==> src/logic/soc_pkg.sv <==
// soc package: address map, bus sizes, interrupt sizes, boot image and timer type
package soc_pkg;

  // ----------------------------------------
  // bus
  // ----------------------------------------
  localparam int unsigned bus_addr_w = 32;
  localparam int unsigned bus_data_w = 32;

  // ----------------------------------------
  // address map
  // ----------------------------------------
  localparam logic [bus_addr_w-1:0] rom_base     = 32'h0001_0000;
  localparam logic [bus_addr_w-1:0] rom_length   = 32'h0001_0000;
  localparam logic [bus_addr_w-1:0] clint_base   = 32'h0200_0000;
  localparam logic [bus_addr_w-1:0] clint_length = 32'h000C_0000;
  localparam logic [bus_addr_w-1:0] plic_base    = 32'h0C00_0000;
  localparam logic [bus_addr_w-1:0] plic_length  = 32'h0400_0000;

  // clint registers, 64-bit ones have hi half at +4
  localparam logic [bus_addr_w-1:0] clint_msip_off     = 32'h0000_0000;
  localparam logic [bus_addr_w-1:0] clint_mtimecmp_off = 32'h0000_4000;
  localparam logic [bus_addr_w-1:0] clint_mtime_off    = 32'h0000_BFF8;

  // plic registers, priority of source id at 4*id
  localparam logic [bus_addr_w-1:0] plic_pending_off   = 32'h0000_1000;
  localparam logic [bus_addr_w-1:0] plic_enable_off    = 32'h0000_2000;
  localparam logic [bus_addr_w-1:0] plic_threshold_off = 32'h0020_0000;
  localparam logic [bus_addr_w-1:0] plic_claim_off     = 32'h0020_0004;

  // ----------------------------------------
  // interrupts
  // ----------------------------------------
  // ids 1..7, id 0 is no interrupt
  localparam int unsigned num_sources_default = 7;
  localparam int unsigned prio_w = 3;

  // ----------------------------------------
  // boot image
  // ----------------------------------------
  localparam int unsigned rom_words = 16;

  localparam logic [bus_data_w-1:0] boot_image [rom_words] = '{
    32'h0000_0297, 32'h0202_8593, 32'hf140_2573, 32'h0182_b283,
    32'h0002_8067, 32'h0000_0013, 32'h1050_0073, 32'hffdf_f06f,
    32'h8000_0000, 32'hd00d_feed, 32'h0000_0a10, 32'h0000_0038,
    32'h0000_09d4, 32'h0000_0028, 32'h0000_0011, 32'h0000_0010
  };

  // 64-bit timer register, accessed whole or as two bus words
  typedef union packed {
    logic [63:0] val;
    struct packed {
      logic [31:0] hi;
      logic [31:0] lo;
    } half;
  } timer64_u;

endpackage

==> src/logic/periph_decode.sv <==
// address decoder: steers bus requests to rom, clint or plic and returns read data
`timescale 1ns/1ps

module periph_decode (
  input  logic                           clk,
  input  logic                           ndmreset_n,
  input  logic                           req_i,
  input  logic                           we_i,
  input  logic [soc_pkg::bus_addr_w-1:0] addr_i,
  input  logic [soc_pkg::bus_data_w-1:0] wdata_i,
  input  logic [soc_pkg::bus_data_w-1:0] rom_rdata_i,
  input  logic [soc_pkg::bus_data_w-1:0] clint_rdata_i,
  input  logic [soc_pkg::bus_data_w-1:0] plic_rdata_i,
  output logic                           rom_req_o,
  output logic                           clint_req_o,
  output logic                           plic_req_o,
  output logic                           we_o,
  output logic [soc_pkg::bus_addr_w-1:0] offset_o,
  output logic [soc_pkg::bus_data_w-1:0] wdata_o,
  output logic [soc_pkg::bus_data_w-1:0] rdata_o,
  output logic                           rvalid_o,
  output logic                           err_o
);
  import soc_pkg::*;

  logic       rom_hit;
  logic       clint_hit;
  logic       plic_hit;
  logic       bad_access;
  logic [2:0] sel_q;
  logic       rd_q;
  logic       rvalid_q;
  logic       err_q;

  // ----------------------------------------
  // region match
  // ----------------------------------------
  assign rom_hit   = (addr_i >= rom_base) && (addr_i < rom_base + rom_length);
  assign clint_hit = (addr_i >= clint_base) && (addr_i < clint_base + clint_length);
  assign plic_hit  = (addr_i >= plic_base) && (addr_i < plic_base + plic_length);

  // rom is read-only
  assign bad_access = !(rom_hit || clint_hit || plic_hit) || (rom_hit && we_i);

  assign rom_req_o   = req_i & rom_hit & ~we_i;
  assign clint_req_o = req_i & clint_hit;
  assign plic_req_o  = req_i & plic_hit;
  assign we_o        = we_i;
  assign wdata_o     = wdata_i;

  always_comb begin
    if (rom_hit) begin
      offset_o = addr_i - rom_base;
    end else if (clint_hit) begin
      offset_o = addr_i - clint_base;
    end else if (plic_hit) begin
      offset_o = addr_i - plic_base;
    end else begin
      offset_o = '0;
    end
  end

  // ----------------------------------------
  // response
  // ----------------------------------------
  always_ff @(posedge clk or negedge ndmreset_n) begin
    if (!ndmreset_n) begin
      sel_q    <= '0;
      rd_q     <= 1'b0;
      rvalid_q <= 1'b0;
      err_q    <= 1'b0;
    end else begin
      sel_q    <= {plic_req_o, clint_req_o, rom_req_o};
      rd_q     <= req_i & ~we_i;
      rvalid_q <= req_i;
      err_q    <= req_i & bad_access;
    end
  end

  // sel_q is empty after an error, so rdata stays zero
  assign rdata_o = rd_q ? (({bus_data_w{sel_q[0]}} & rom_rdata_i) |
                           ({bus_data_w{sel_q[1]}} & clint_rdata_i) |
                           ({bus_data_w{sel_q[2]}} & plic_rdata_i)) : '0;
  assign rvalid_o = rvalid_q;
  assign err_o    = err_q;

endmodule

==> src/logic/boot_rom.sv <==
// boot rom holding the fixed boot image, one registered read port
`timescale 1ns/1ps

module boot_rom (
  input  logic                           clk,
  input  logic                           req_i,
  input  logic [soc_pkg::bus_addr_w-1:0] offset_i,
  output logic [soc_pkg::bus_data_w-1:0] rdata_o
);
  import soc_pkg::*;

  localparam int unsigned idx_w = $clog2(rom_words);

  logic [idx_w-1:0]      word_idx;
  logic [bus_data_w-1:0] rdata_q;

  // byte offset to word index, wraps at rom_words
  assign word_idx = offset_i[idx_w+1:2];

  always_ff @(posedge clk) begin
    if (req_i) begin
      rdata_q <= boot_image[word_idx];
    end
  end

  assign rdata_o = rdata_q;

endmodule

==> src/logic/clint.sv <==
// core-local interruptor: half-rate rtc, machine timer, compare and software interrupt
`timescale 1ns/1ps

module clint (
  input  logic                           clk,
  input  logic                           ndmreset_n,
  input  logic                           req_i,
  input  logic                           we_i,
  input  logic [soc_pkg::bus_addr_w-1:0] offset_i,
  input  logic [soc_pkg::bus_data_w-1:0] wdata_i,
  output logic [soc_pkg::bus_data_w-1:0] rdata_o,
  output logic                           timer_irq_o,
  output logic                           ipi_o
);
  import soc_pkg::*;

  logic                  rtc_q;
  logic                  rtc_d1_q;
  logic                  rtc_tick;
  logic                  wr_en;
  logic                  rd_en;
  timer64_u              mtime_q;
  timer64_u              mtime_d;
  timer64_u              mtimecmp_q;
  timer64_u              mtimecmp_d;
  logic                  msip_q;
  logic [bus_data_w-1:0] rd_data;
  logic [bus_data_w-1:0] rdata_q;

  assign wr_en = req_i & we_i;
  assign rd_en = req_i & ~we_i;

  // ----------------------------------------
  // real-time tick
  // ----------------------------------------
  // rtc runs at clk/2, mtime counts its rising edges
  always_ff @(posedge clk or negedge ndmreset_n) begin
    if (!ndmreset_n) begin
      rtc_q    <= 1'b0;
      rtc_d1_q <= 1'b0;
    end else begin
      rtc_q    <= ~rtc_q;
      rtc_d1_q <= rtc_q;
    end
  end

  assign rtc_tick = rtc_q & ~rtc_d1_q;

  // ----------------------------------------
  // timer registers
  // ----------------------------------------
  always_comb begin
    mtime_d = mtime_q;
    if (rtc_tick) begin
      mtime_d.val = mtime_q.val + 64'd1;
    end
    // bus write beats the tick for that half
    if (wr_en && offset_i == clint_mtime_off) begin
      mtime_d.half.lo = wdata_i;
    end
    if (wr_en && offset_i == clint_mtime_off + 32'd4) begin
      mtime_d.half.hi = wdata_i;
    end
  end

  always_comb begin
    mtimecmp_d = mtimecmp_q;
    if (wr_en && offset_i == clint_mtimecmp_off) begin
      mtimecmp_d.half.lo = wdata_i;
    end
    if (wr_en && offset_i == clint_mtimecmp_off + 32'd4) begin
      mtimecmp_d.half.hi = wdata_i;
    end
  end

  always_ff @(posedge clk or negedge ndmreset_n) begin
    if (!ndmreset_n) begin
      mtime_q    <= '0;
      mtimecmp_q <= '1;
      msip_q     <= 1'b0;
    end else begin
      mtime_q    <= mtime_d;
      mtimecmp_q <= mtimecmp_d;
      if (wr_en && offset_i == clint_msip_off) begin
        msip_q <= wdata_i[0];
      end
    end
  end

  // ----------------------------------------
  // read port
  // ----------------------------------------
  always_comb begin
    rd_data = '0;
    case (offset_i)
      clint_msip_off:             rd_data[0] = msip_q;
      clint_mtimecmp_off:         rd_data = mtimecmp_q.half.lo;
      clint_mtimecmp_off + 32'd4: rd_data = mtimecmp_q.half.hi;
      clint_mtime_off:            rd_data = mtime_q.half.lo;
      clint_mtime_off + 32'd4:    rd_data = mtime_q.half.hi;
      default:                    rd_data = '0;
    endcase
  end

  always_ff @(posedge clk) begin
    if (rd_en) begin
      rdata_q <= rd_data;
    end
  end

  assign rdata_o     = rdata_q;
  assign timer_irq_o = mtime_q.val >= mtimecmp_q.val;
  assign ipi_o       = msip_q;

endmodule

==> src/logic/plic.sv <==
// platform interrupt controller: level gateways, priorities, claim/complete, one target
`timescale 1ns/1ps

module plic #(
  parameter int unsigned num_sources = soc_pkg::num_sources_default,
  parameter int unsigned prio_w      = soc_pkg::prio_w
) (
  input  logic                           clk,
  input  logic                           ndmreset_n,
  input  logic                           req_i,
  input  logic                           we_i,
  input  logic [soc_pkg::bus_addr_w-1:0] offset_i,
  input  logic [soc_pkg::bus_data_w-1:0] wdata_i,
  input  logic [num_sources-1:0]         irq_sources_i,
  output logic [soc_pkg::bus_data_w-1:0] rdata_o,
  output logic                           eip_o
);
  import soc_pkg::*;

  localparam int unsigned id_w = $clog2(num_sources + 1);

  logic                   wr_en;
  logic                   rd_en;
  logic                   claim;
  logic                   complete;
  logic [prio_w-1:0]      prio_q [num_sources];
  logic [num_sources-1:0] enable_q;
  logic [prio_w-1:0]      threshold_q;
  logic [num_sources-1:0] pending_q;
  logic [num_sources-1:0] in_flight_q;
  logic [num_sources-1:0] claim_mask;
  logic [num_sources-1:0] complete_mask;
  logic [id_w-1:0]        best_id;
  logic [prio_w-1:0]      best_prio;
  logic                   eip_q;
  logic [bus_data_w-1:0]  rd_data;
  logic [bus_data_w-1:0]  rdata_q;

  assign wr_en    = req_i & we_i;
  assign rd_en    = req_i & ~we_i;
  assign claim    = rd_en && offset_i == plic_claim_off;
  assign complete = wr_en && offset_i == plic_claim_off;

  // ----------------------------------------
  // arbitration
  // ----------------------------------------
  // strict compare keeps the lowest id on ties, prio 0 never wins
  always_comb begin
    best_id   = '0;
    best_prio = '0;
    for (int i = 0; i < num_sources; i++) begin
      if (pending_q[i] && enable_q[i] && prio_q[i] > best_prio) begin
        best_id   = id_w'(i + 1);
        best_prio = prio_q[i];
      end
    end
  end

  always_comb begin
    claim_mask    = '0;
    complete_mask = '0;
    for (int i = 0; i < num_sources; i++) begin
      if (claim && best_id == id_w'(i + 1)) begin
        claim_mask[i] = 1'b1;
      end
      if (complete && wdata_i == i + 1) begin
        complete_mask[i] = 1'b1;
      end
    end
  end

  // ----------------------------------------
  // gateways and registers
  // ----------------------------------------
  always_ff @(posedge clk or negedge ndmreset_n) begin
    if (!ndmreset_n) begin
      for (int i = 0; i < num_sources; i++) begin
        prio_q[i] <= '0;
      end
      enable_q    <= '0;
      threshold_q <= '0;
      pending_q   <= '0;
      in_flight_q <= '0;
      eip_q       <= 1'b0;
    end else begin
      for (int i = 0; i < num_sources; i++) begin
        if (wr_en && offset_i == 4 * (i + 1)) begin
          prio_q[i] <= wdata_i[prio_w-1:0];
        end
      end
      if (wr_en && offset_i == plic_enable_off) begin
        enable_q <= wdata_i[num_sources:1];
      end
      if (wr_en && offset_i == plic_threshold_off) begin
        threshold_q <= wdata_i[prio_w-1:0];
      end
      // a level re-arms only after its complete
      pending_q   <= (pending_q | (irq_sources_i & ~in_flight_q)) & ~claim_mask;
      in_flight_q <= (in_flight_q | claim_mask) & ~complete_mask;
      eip_q       <= best_prio > threshold_q;
    end
  end

  // ----------------------------------------
  // read port
  // ----------------------------------------
  always_comb begin
    rd_data = '0;
    for (int i = 0; i < num_sources; i++) begin
      if (offset_i == 4 * (i + 1)) begin
        rd_data[prio_w-1:0] = prio_q[i];
      end
    end
    if (offset_i == plic_pending_off) begin
      rd_data[num_sources:1] = pending_q;
    end
    if (offset_i == plic_enable_off) begin
      rd_data[num_sources:1] = enable_q;
    end
    if (offset_i == plic_threshold_off) begin
      rd_data[prio_w-1:0] = threshold_q;
    end
    if (offset_i == plic_claim_off) begin
      rd_data[id_w-1:0] = best_id;
    end
  end

  always_ff @(posedge clk) begin
    if (rd_en) begin
      rdata_q <= rd_data;
    end
  end

  assign rdata_o = rdata_q;
  assign eip_o   = eip_q;

endmodule

==> src/logic/periph_shell.sv <==
// peripheral shell: bus decoder with boot rom, clint and plic behind it
`timescale 1ns/1ps

module periph_shell #(
  parameter int unsigned num_sources = soc_pkg::num_sources_default,
  parameter int unsigned prio_w      = soc_pkg::prio_w
) (
  input  logic                           clk,
  input  logic                           ndmreset_n,
  input  logic                           req_i,
  input  logic                           we_i,
  input  logic [soc_pkg::bus_addr_w-1:0] addr_i,
  input  logic [soc_pkg::bus_data_w-1:0] wdata_i,
  input  logic [num_sources-1:0]         irq_sources_i,
  output logic [soc_pkg::bus_data_w-1:0] rdata_o,
  output logic                           rvalid_o,
  output logic                           err_o,
  output logic                           timer_irq_o,
  output logic                           ipi_o,
  output logic                           eip_o
);
  import soc_pkg::*;

  logic                  rom_req;
  logic                  clint_req;
  logic                  plic_req;
  logic                  tgt_we;
  logic [bus_addr_w-1:0] tgt_offset;
  logic [bus_data_w-1:0] tgt_wdata;
  logic [bus_data_w-1:0] rom_rdata;
  logic [bus_data_w-1:0] clint_rdata;
  logic [bus_data_w-1:0] plic_rdata;

  periph_decode u_decode (
    .clk           ( clk         ),
    .ndmreset_n    ( ndmreset_n  ),
    .req_i         ( req_i       ),
    .we_i          ( we_i        ),
    .addr_i        ( addr_i      ),
    .wdata_i       ( wdata_i     ),
    .rom_rdata_i   ( rom_rdata   ),
    .clint_rdata_i ( clint_rdata ),
    .plic_rdata_i  ( plic_rdata  ),
    .rom_req_o     ( rom_req     ),
    .clint_req_o   ( clint_req   ),
    .plic_req_o    ( plic_req    ),
    .we_o          ( tgt_we      ),
    .offset_o      ( tgt_offset  ),
    .wdata_o       ( tgt_wdata   ),
    .rdata_o       ( rdata_o     ),
    .rvalid_o      ( rvalid_o    ),
    .err_o         ( err_o       )
  );

  boot_rom u_rom (
    .clk      ( clk        ),
    .req_i    ( rom_req    ),
    .offset_i ( tgt_offset ),
    .rdata_o  ( rom_rdata  )
  );

  clint u_clint (
    .clk         ( clk         ),
    .ndmreset_n  ( ndmreset_n  ),
    .req_i       ( clint_req   ),
    .we_i        ( tgt_we      ),
    .offset_i    ( tgt_offset  ),
    .wdata_i     ( tgt_wdata   ),
    .rdata_o     ( clint_rdata ),
    .timer_irq_o ( timer_irq_o ),
    .ipi_o       ( ipi_o       )
  );

  plic #(
    .num_sources ( num_sources ),
    .prio_w      ( prio_w      )
  ) u_plic (
    .clk           ( clk           ),
    .ndmreset_n    ( ndmreset_n    ),
    .req_i         ( plic_req      ),
    .we_i          ( tgt_we        ),
    .offset_i      ( tgt_offset    ),
    .wdata_i       ( tgt_wdata     ),
    .irq_sources_i ( irq_sources_i ),
    .rdata_o       ( plic_rdata    ),
    .eip_o         ( eip_o         )
  );

endmodule

==> config.mk <==
export PLATFORM = sky130hd
export DESIGN_NAME = periph_shell
export DESIGN_NICKNAME = d
export VERILOG_FILES = /design/src/logic/soc_pkg.sv /design/src/logic/periph_decode.sv /design/src/logic/boot_rom.sv /design/src/logic/clint.sv /design/src/logic/plic.sv /design/src/logic/periph_shell.sv
export SDC_FILE = /design/constraint.sdc
export NUM_CORES = 1
export LEC_CHECK = 0
export BUFFER_PORTS_ARGS = -buffer_cell sky130_fd_sc_hd__buf_2
export CORE_MARGIN = 10
export CORE_UTILIZATION = 30
export CTS_BUF_LIST = sky130_fd_sc_hd__clkbuf_8
export CTS_CLUSTER_SIZE = 28
export DETAILED_ROUTE_END_ITERATION = 16
export SLEW_MARGIN = 20
export SYNTH_ARGS = -nofsm -noshare
export SYNTH_HDL_FRONTEND = slang
export SYNTH_SLANG_ARGS = --single-unit
==> constraint.sdc <==
create_clock -name clk -period 12.94 [get_ports clk]
set_input_delay 0.647 -clock clk [delete_from_list [all_inputs] [get_ports clk]]
set_output_delay 0.647 -clock clk [all_outputs]
set_load 0.05 [all_outputs]
==> results of run 1 <==
final cells by class:
type	count	area, µm²
Sequential cell	250	6670
Fill cell	5435	34600
Clock buffer	51	702
Multi-Input combinational cell	1196	8620
Tap cell	688	861
Inverter	110	413
Clock inverter	33	221
Antenna cell	4	10.0
Timing Repair Buffer	129	699
kinds of logic (layout without fill, tap and decap cells):
| kind of cell | Yosys count | after routing | synth area share |
|---|---|---|---|
| multiplexers | 92 | 92 | 0.0653 |
| AO/OA/AOI/OAI | 412 | 412 | 0.183 |
| flip-flops | 250 | 250 | 0.416 |
| buffers and inverters | 180 | 323 | 0.0478 |
| AND/OR/NAND/NOR | 529 | 529 | 0.177 |
| adder cells (fa/ha/maj) | 95 | 95 | 0.0742 |
| XOR/XNOR | 68 | 68 | 0.0372 |
| other | 0 | 4 | 0 |
cell usage in the layout, fill, tap and decap left out, types with 64 or more instances in the layout:
cell,instances
inv_1,130
nand2_1,124
nor2_1,112
edfxtp_1,67
buf_2,110
ha_1,95
a21oi_1,88
dfrtp_1,119
a22oi_1,66
dfstp_2,64
cell usage after synthesis (11+ instances only):
| master | count | share of area |
|---|---|---|
| nand2_1 | 125 | 0.029 |
| dfrtp_1 | 119 | 0.19 |
| nor2_1 | 114 | 0.027 |
| inv_1 | 110 | 0.026 |
| ha_1 | 95 | 0.074 |
| a21oi_1 | 88 | 0.027 |
| edfxtp_1 | 67 | 0.13 |
| a22oi_1 | 66 | 0.031 |
| dfstp_2 | 64 | 0.10 |
| mux2_1 | 46 | 0.032 |
| o21ai_0 | 45 | 0.014 |
| clkbuf_1 | 44 | 0.010 |
| nand3_1 | 43 | 0.013 |
| nand4_1 | 43 | 0.017 |
| xor2_1 | 42 | 0.023 |
| a21o_1 | 40 | 0.019 |
| mux2_2 | 31 | 0.022 |
| a21oi_2 | 28 | 0.015 |
| nor3_1 | 28 | 0.0087 |
| xnor2_1 | 26 | 0.014 |
| a22o_1 | 25 | 0.014 |
| nor2b_1 | 25 | 0.0098 |
| and3_1 | 23 | 0.0090 |
| nor4_1 | 20 | 0.0078 |
| nor2_2 | 18 | 0.0070 |
| a31oi_1 | 15 | 0.0059 |
| buf_2 | 14 | 0.0044 |
| nand2b_1 | 14 | 0.0055 |
| o211ai_1 | 11 | 0.0052 |
| or3_1 | 11 | 0.0043 |
what timing repair did:
action	4_1_cts	5_1_grt
endpoints found under the hold margin	20	0
buffers inserted	0	0
hold buffers	1	0
layer usage:
| layer | vias up | wire (µm) | global-route usage |
|---|---|---|---|
| li1 | 6226 | - | - |
| met1 | 6628 | 22700 | 0.207 |
| met2 | 460 | 23400 | 0.255 |
| met3 | 112 | 3210 | 0.0283 |
| met4 | 8 | 1590 | 0.0564 |
| met5 | - | 55 | 0 |
state kept, by name, indices dropped and copies added (netlist names), 8 cells and up:
signal              flops
u_clint.mtime_q        64
u_clint.mtimecmp_q     64
u_clint.rdata_o        32
u_rom.rdata_o          27
u_plic.prio_q          21
u_plic.rdata_o          8
worst max path at each step:
stage | startpoint | endpoint | slack [ps] | cells after the start
2_1_floorplan | u_plic.pending_q[0] | u_plic.eip_o | 4380 | 43
3_3_place_gp | u_plic.pending_q[0] | u_plic.eip_o | 2930 | 42
3_5_place_dp | u_plic.pending_q[0] | u_plic.eip_o | 2770 | 42
4_1_cts | u_plic.pending_q[0] | u_plic.eip_o | 2670 | 42
5_1_grt | u_plic.pending_q[0] | u_plic.eip_o | 1880 | 42
6_report | u_plic.pending_q[0] | u_plic.eip_o | 2800 | 42
power groups by stage:
stage	combinational (µW)	clock, µW	sequential, µW
finish	72.1	770	811
global route	79.0	825	810
CTS	73.1	788	811
detailed placement	72.5	0	825
global placement	71.6	0	825
floorplan	23.6	0	826
metrics by stage:
| stage | total power [µW] | hold slack (ps) |
|---|---|---|
| detailed placement | 897 | 370 |
| CTS | 1670 | 185 |
| global placement | 896 | 363 |
| finish | 1650 | 226 |
| global route | 1710 | 205 |
| floorplan | 850 | 351 |
worst reg2reg max path: cells and delay by family, from the launching register on:
family	cells	cell delay (ps)
DFF	1	460
adders and majority gates	7	1960
muxes	1	400
and+or+nand+nor	13	2650
AOI/OAI and AO/OA	19	4420
buffers and inverters	2	100
==> summary.md, run 1 <==
| Metric | Value |
|---|---|
| Synthesized flop and latch total | 250 |
| Hold Path Sink | u_decode.rvalid_o |
| Total of warnings raised by yosys | 0 |
| CP bufs+invs | 2 |
| Number of global-route vias before repair | 13304 |
| Slowest stage delay, CP | 640 ps |
| Global-route wire length before repair | 79.3 mm |
| Worst-Margin Slew | 1100 ps |
| # rows | 84 |
| # IOs | 112 |
| RSZ-0062 raised after global routing | false |
| Fin. Hold Viols | 0 |
| Root Buffer | clkbuf_8 |
| Clock Latency Late Sink | 600 ps |
| Hpwl dp | 37.5 mm |
| Crit path max-delay family | compound AO/OA/AOI/OAI gates |
| Endpoint of the worst register-to-register path | u_plic.eip_o |
| # clock sinks | 250 |
| DRT Wirelength | 51.0 mm |
| Worst slew margin | 0.262 |
| # H-tree levels | 2 |
| DR DRC count | 0 |
| Worst-path fanout max | 10 |
| Fmax | 98.6 MHz |
| Final core utilization | 0.345 |
| Number of synthesized flops with an enable pin | 67 |
| Pre-antenna DRT Iters | 8 |
| Number of CTS-inserted buffers | 45 |
| Initial Utilization | 0.304 |
| Hold_sp | req_i |
| Port Buffers | 111 |
| Final setup skew | 42.8 ps |
| Post_cts resized | 0 |
| Share of post-route cells with drive strength above 1 | 0.214 |
| Reg2Reg Setup Slack | 2800 ps |
| Max-slew violations | 0 |
| Switching Power | 402 µW |
| Nets | 1902 |
| Mapped Cells | 1626 |
| Finished Layout Cells | 2461 |
| Top_reg_cell synth | dfrtp_1 |
| Final setup fails | 0 |
| Sequential fraction of the synthesis area | 0.416 |
| Final instance area | 18200 µm² |
| GRT overflow | 0 |
| CP most frequent cell | ha_1 |
| All-Layer GR Usage | 0.157 |
| Post-synth net total | 1796 |
| Period minus WS final | 10140 ps |
| Crit path max-delay cell type | o311ai_1 |
| Launching point of the worst reg2reg path | u_plic.pending_q[0] |
| Worst setup EP type | flip-flop |
| Critical Path AT | 10600 ps |
| Internal power | 1250 µW |
| Mapped Area | 16000 µm² |
| Reg2reg path depth | 42 |
| Pin count of the biggest net entering global routing | 73 |
| P per Cell Area | 90.9 nW/µm² |
| Clk pwr share | 0.466 |
| Leak pwr | 0.00749 µW |
| WS Path Type | flip-flop to flip-flop |
| Worst path required time | 13390 ps |
| Placed insts | 2372 |
| Post-detailed-route count of antenna-violating nets | 0 |
| Sw Share | 0.243 |
| Synth-to-layout area growth | 13.5% |
| Final worst slack | 2800 ps |
| Initial antenna violation count | 8 |
| Total negative setup slack | 0 ps |
| Peak supply drop | 0.0530 mV |
| Reg clk slew, reported paths | 60 ps |
| Via count | 13434 |
| Combinational power share | 0.044 |
| CTS max path bufs | 3 |
| Core Region | 52800 µm² |
| Gpl congestion | 0.921 |
| Run status | completed |
| Via density | 5.46 |
| Sequential share of power | 0.490 |
| Hold depth | 1 |
| Startpoint Class | flip-flop |
| Routed WL per cell | 20.7 µm |
| Pre-CTS setup slack | 2770 ps |
| Die height | 251 µm |
| Count of cell types in the netlist | 91 |
| Max-capacitance violation count | 0 |
| Mean post-synth cell area | 9.86 µm² |
| Final worst-path cycle share | 0.784 |
| Die Footprint | 63100 µm² |
| TritonCTS clock tree | done |
| Synth async-reset ratio | 0.732 |
| DP Area | 17300 µm² |
| HP Class | input port to flip-flop |
| DR iter-0 viols | 1203 |
| Die width | 251 µm |
(Power assumes the default switching activity.)
==> inputs of run 2 (changes only) <==
- clock period: 12.94 -> 9.5 ns (I/O delays scaled with it)
==> summary.md, run 2 (synthesis gave the netlist of run 1 again) <==
| Metric | Value |
|---|---|
| Run status | completed |
| Number of global-route vias before repair | 13365 |
| Startpoint Class | flip-flop |
| GRT overflow | 0 |
| DRT Wirelength | 51.4 mm |
| Via density | 5.43 |
| DP Area | 17300 µm² |
| # rows | 84 |
| # IOs | 112 |
| Pin count of the biggest net entering global routing | 67 |
| TritonCTS clock tree | done |
| Port Buffers | 111 |
| WS Path Type | flip-flop to flip-flop |
| Worst-path fanout max | 6 |
| Slowest stage delay, CP | 440 ps |
| Met3 usage | 0.0303 |
| Period minus WS final | 8840 ps |
| Hold_sp | req_i |
| Peak supply drop | 0.0857 mV |
| Launching point of the worst reg2reg path | u_plic.pending_q[0] |
| Crit path max-delay cell type | dfrtp_2 |
| Worst path required time | 9960 ps |
| Max-slew violations | 0 |
| CTS max path bufs | 3 |
| Reg2reg path depth | 46 |
| Clock Latency Late Sink | 600 ps |
| Leak pwr | 0.00753 µW |
| Die height | 251 µm |
| Final worst slack | 659 ps |
| Share of post-route cells with drive strength above 1 | 0.226 |
| Final instance area | 18300 µm² |
| Hpwl dp | 37.6 mm |
| Routed WL per cell | 20.8 µm |
| Hold Path Sink | u_decode.rvalid_o |
| Worst setup EP type | flip-flop |
| Hold depth | 1 |
| Post-detailed-route count of antenna-violating nets | 0 |
| # H-tree levels | 2 |
| Final setup fails | 0 |
| Pre-antenna DRT Iters | 6 |
| Most Crowded Layer GR | met2 |
| GR Util met2 | 0.259 |
| # clock sinks | 250 |
| Core Region | 52800 µm² |
| Die Footprint | 63100 µm² |
| Most frequent cells in the layout | inv_1, nand2_1, dfrtp_1 |
| Critical Path AT | 9300 ps |
| DR DRC count | 0 |
| GR Util met1 | 0.206 |
| Global-route wire length before repair | 79.9 mm |
| Die width | 251 µm |
| Reg2Reg Setup Slack | 660 ps |
| CP most frequent cell | ha_1 |
| Worst-Margin Slew | 1080 ps |
| Worst slew margin | 0.279 |
| DR iter-0 viols | 1129 |
| Most common cell after layout, fill and taps aside | inv_1 |
| Root Buffer | clkbuf_8 |
| Initial antenna violation count | 11 |
| P per Cell Area | 121 nW/µm² |
| Number of CTS-inserted buffers | 44 |
| Nets | 1913 |
| Max-capacitance violation count | 0 |
| Placed insts | 2380 |
| Gpl congestion | 0.929 |
| Endpoint of the worst register-to-register path | u_plic.eip_o |
| Via count | 13436 |
| HP Class | input port to flip-flop |
| Final worst-path cycle share | 0.931 |
| Pre-CTS setup slack | -1.83 ps |
| Initial Utilization | 0.304 |
| Synth-to-layout area growth | 14.2% |
| Fillers | 5364 |
| All-Layer GR Usage | 0.158 |
| Fmax | 113 MHz |
| Final setup skew | 35.3 ps |
| Finished Layout Cells | 2473 |
| Fin. Hold Viols | 0 |
| RSZ-0062 raised after global routing | false |
| Reg clk slew, reported paths | 70 ps |
| Crit path from | u_plic.pending_q[0] |
## run 2: cell types whose count changed in the layout (fill, tap and decap cells not counted), moves of 3 or more
cell | previous run | this run
inv_1 | 130 | 127
buf_4 | 17 | 29
a21oi_2 | 28 | 31
a21oi_1 | 88 | 85
## run 2: layout make-up
class	instances	area, µm²	area share
antenna	6	15.0	0.000820
clock buffer	49	674	0.0368
clock inverter	33	216	0.0118
inverter	110	413	0.0226
multi-input combinational	1196	8660	0.473
sequential	250	6670	0.365
tap	688	861	0.0470
timing repair buffer	141	790	0.0431
## run 2: what timing repair did
| action | in CTS | in global routing |
|---|---|---|
| hold buffers | 1 | 0 |
| endpoints found under the hold margin | 29 | 0 |
| pin swaps | 0 | 3 |
| endpoints found under the setup margin | 1 | 18 |
| gates resized for setup | 1 | 11 |
| setup buffers | 0 | 4 |
## run 2: routing by layer
layer / vias to the layer above / share of wire
met4: 10 / 0.031
met5: - / 0.0012
met1: 6613 / 0.44
met2: 457 / 0.46
met3: 99 / 0.065
li1: 6257 / -
## run 2: worst max-delay path: cells and delay by family (launching register included)
family	cells	cell delay (ps)
compound gates	19	2880
fa+ha+maj	7	1980
buf+inv	2	90
flops	1	440
mux	2	460
simple gates	16	2880
## run 2: where the power goes
group / leakage [µW] / switching [µW] / internal, µW / total (µW)
clock: 0.000517 / 479 / 534 / 1010
sequential: 0.00258 / 1.18 / 1100 / 1100
combinational: 0.00443 / 72.5 / 26.3 / 98.7
total: 0.00753 / 553 / 1660 / 2220
## run 2: worst max-delay path by stage
stage	end	depth (start not counted)
after floorplan	u_plic.eip_o	43
after global placement	u_plic.eip_o	41
after detailed placement	u_plic.eip_o	41
after CTS	u_plic.eip_o	45
after global routing	u_plic.eip_o	46
final	u_plic.eip_o	46
## run 2: per-stage QoR
step / hold slack, ps / power [µW] / util / setup TNS (ps)
4_1_cts: 39.5 / 2240 / 0.345 / 0
3_3_place_gp: 362 / 1220 / 0.328 / 0
2_1_floorplan: 179 / 1160 / - / 0
5_1_grt: 52.2 / 2290 / 0.347 / 0
3_5_place_dp: 369 / 1220 / 0.328 / -1.83
6_report: 70.7 / 2220 / 0.347 / 0
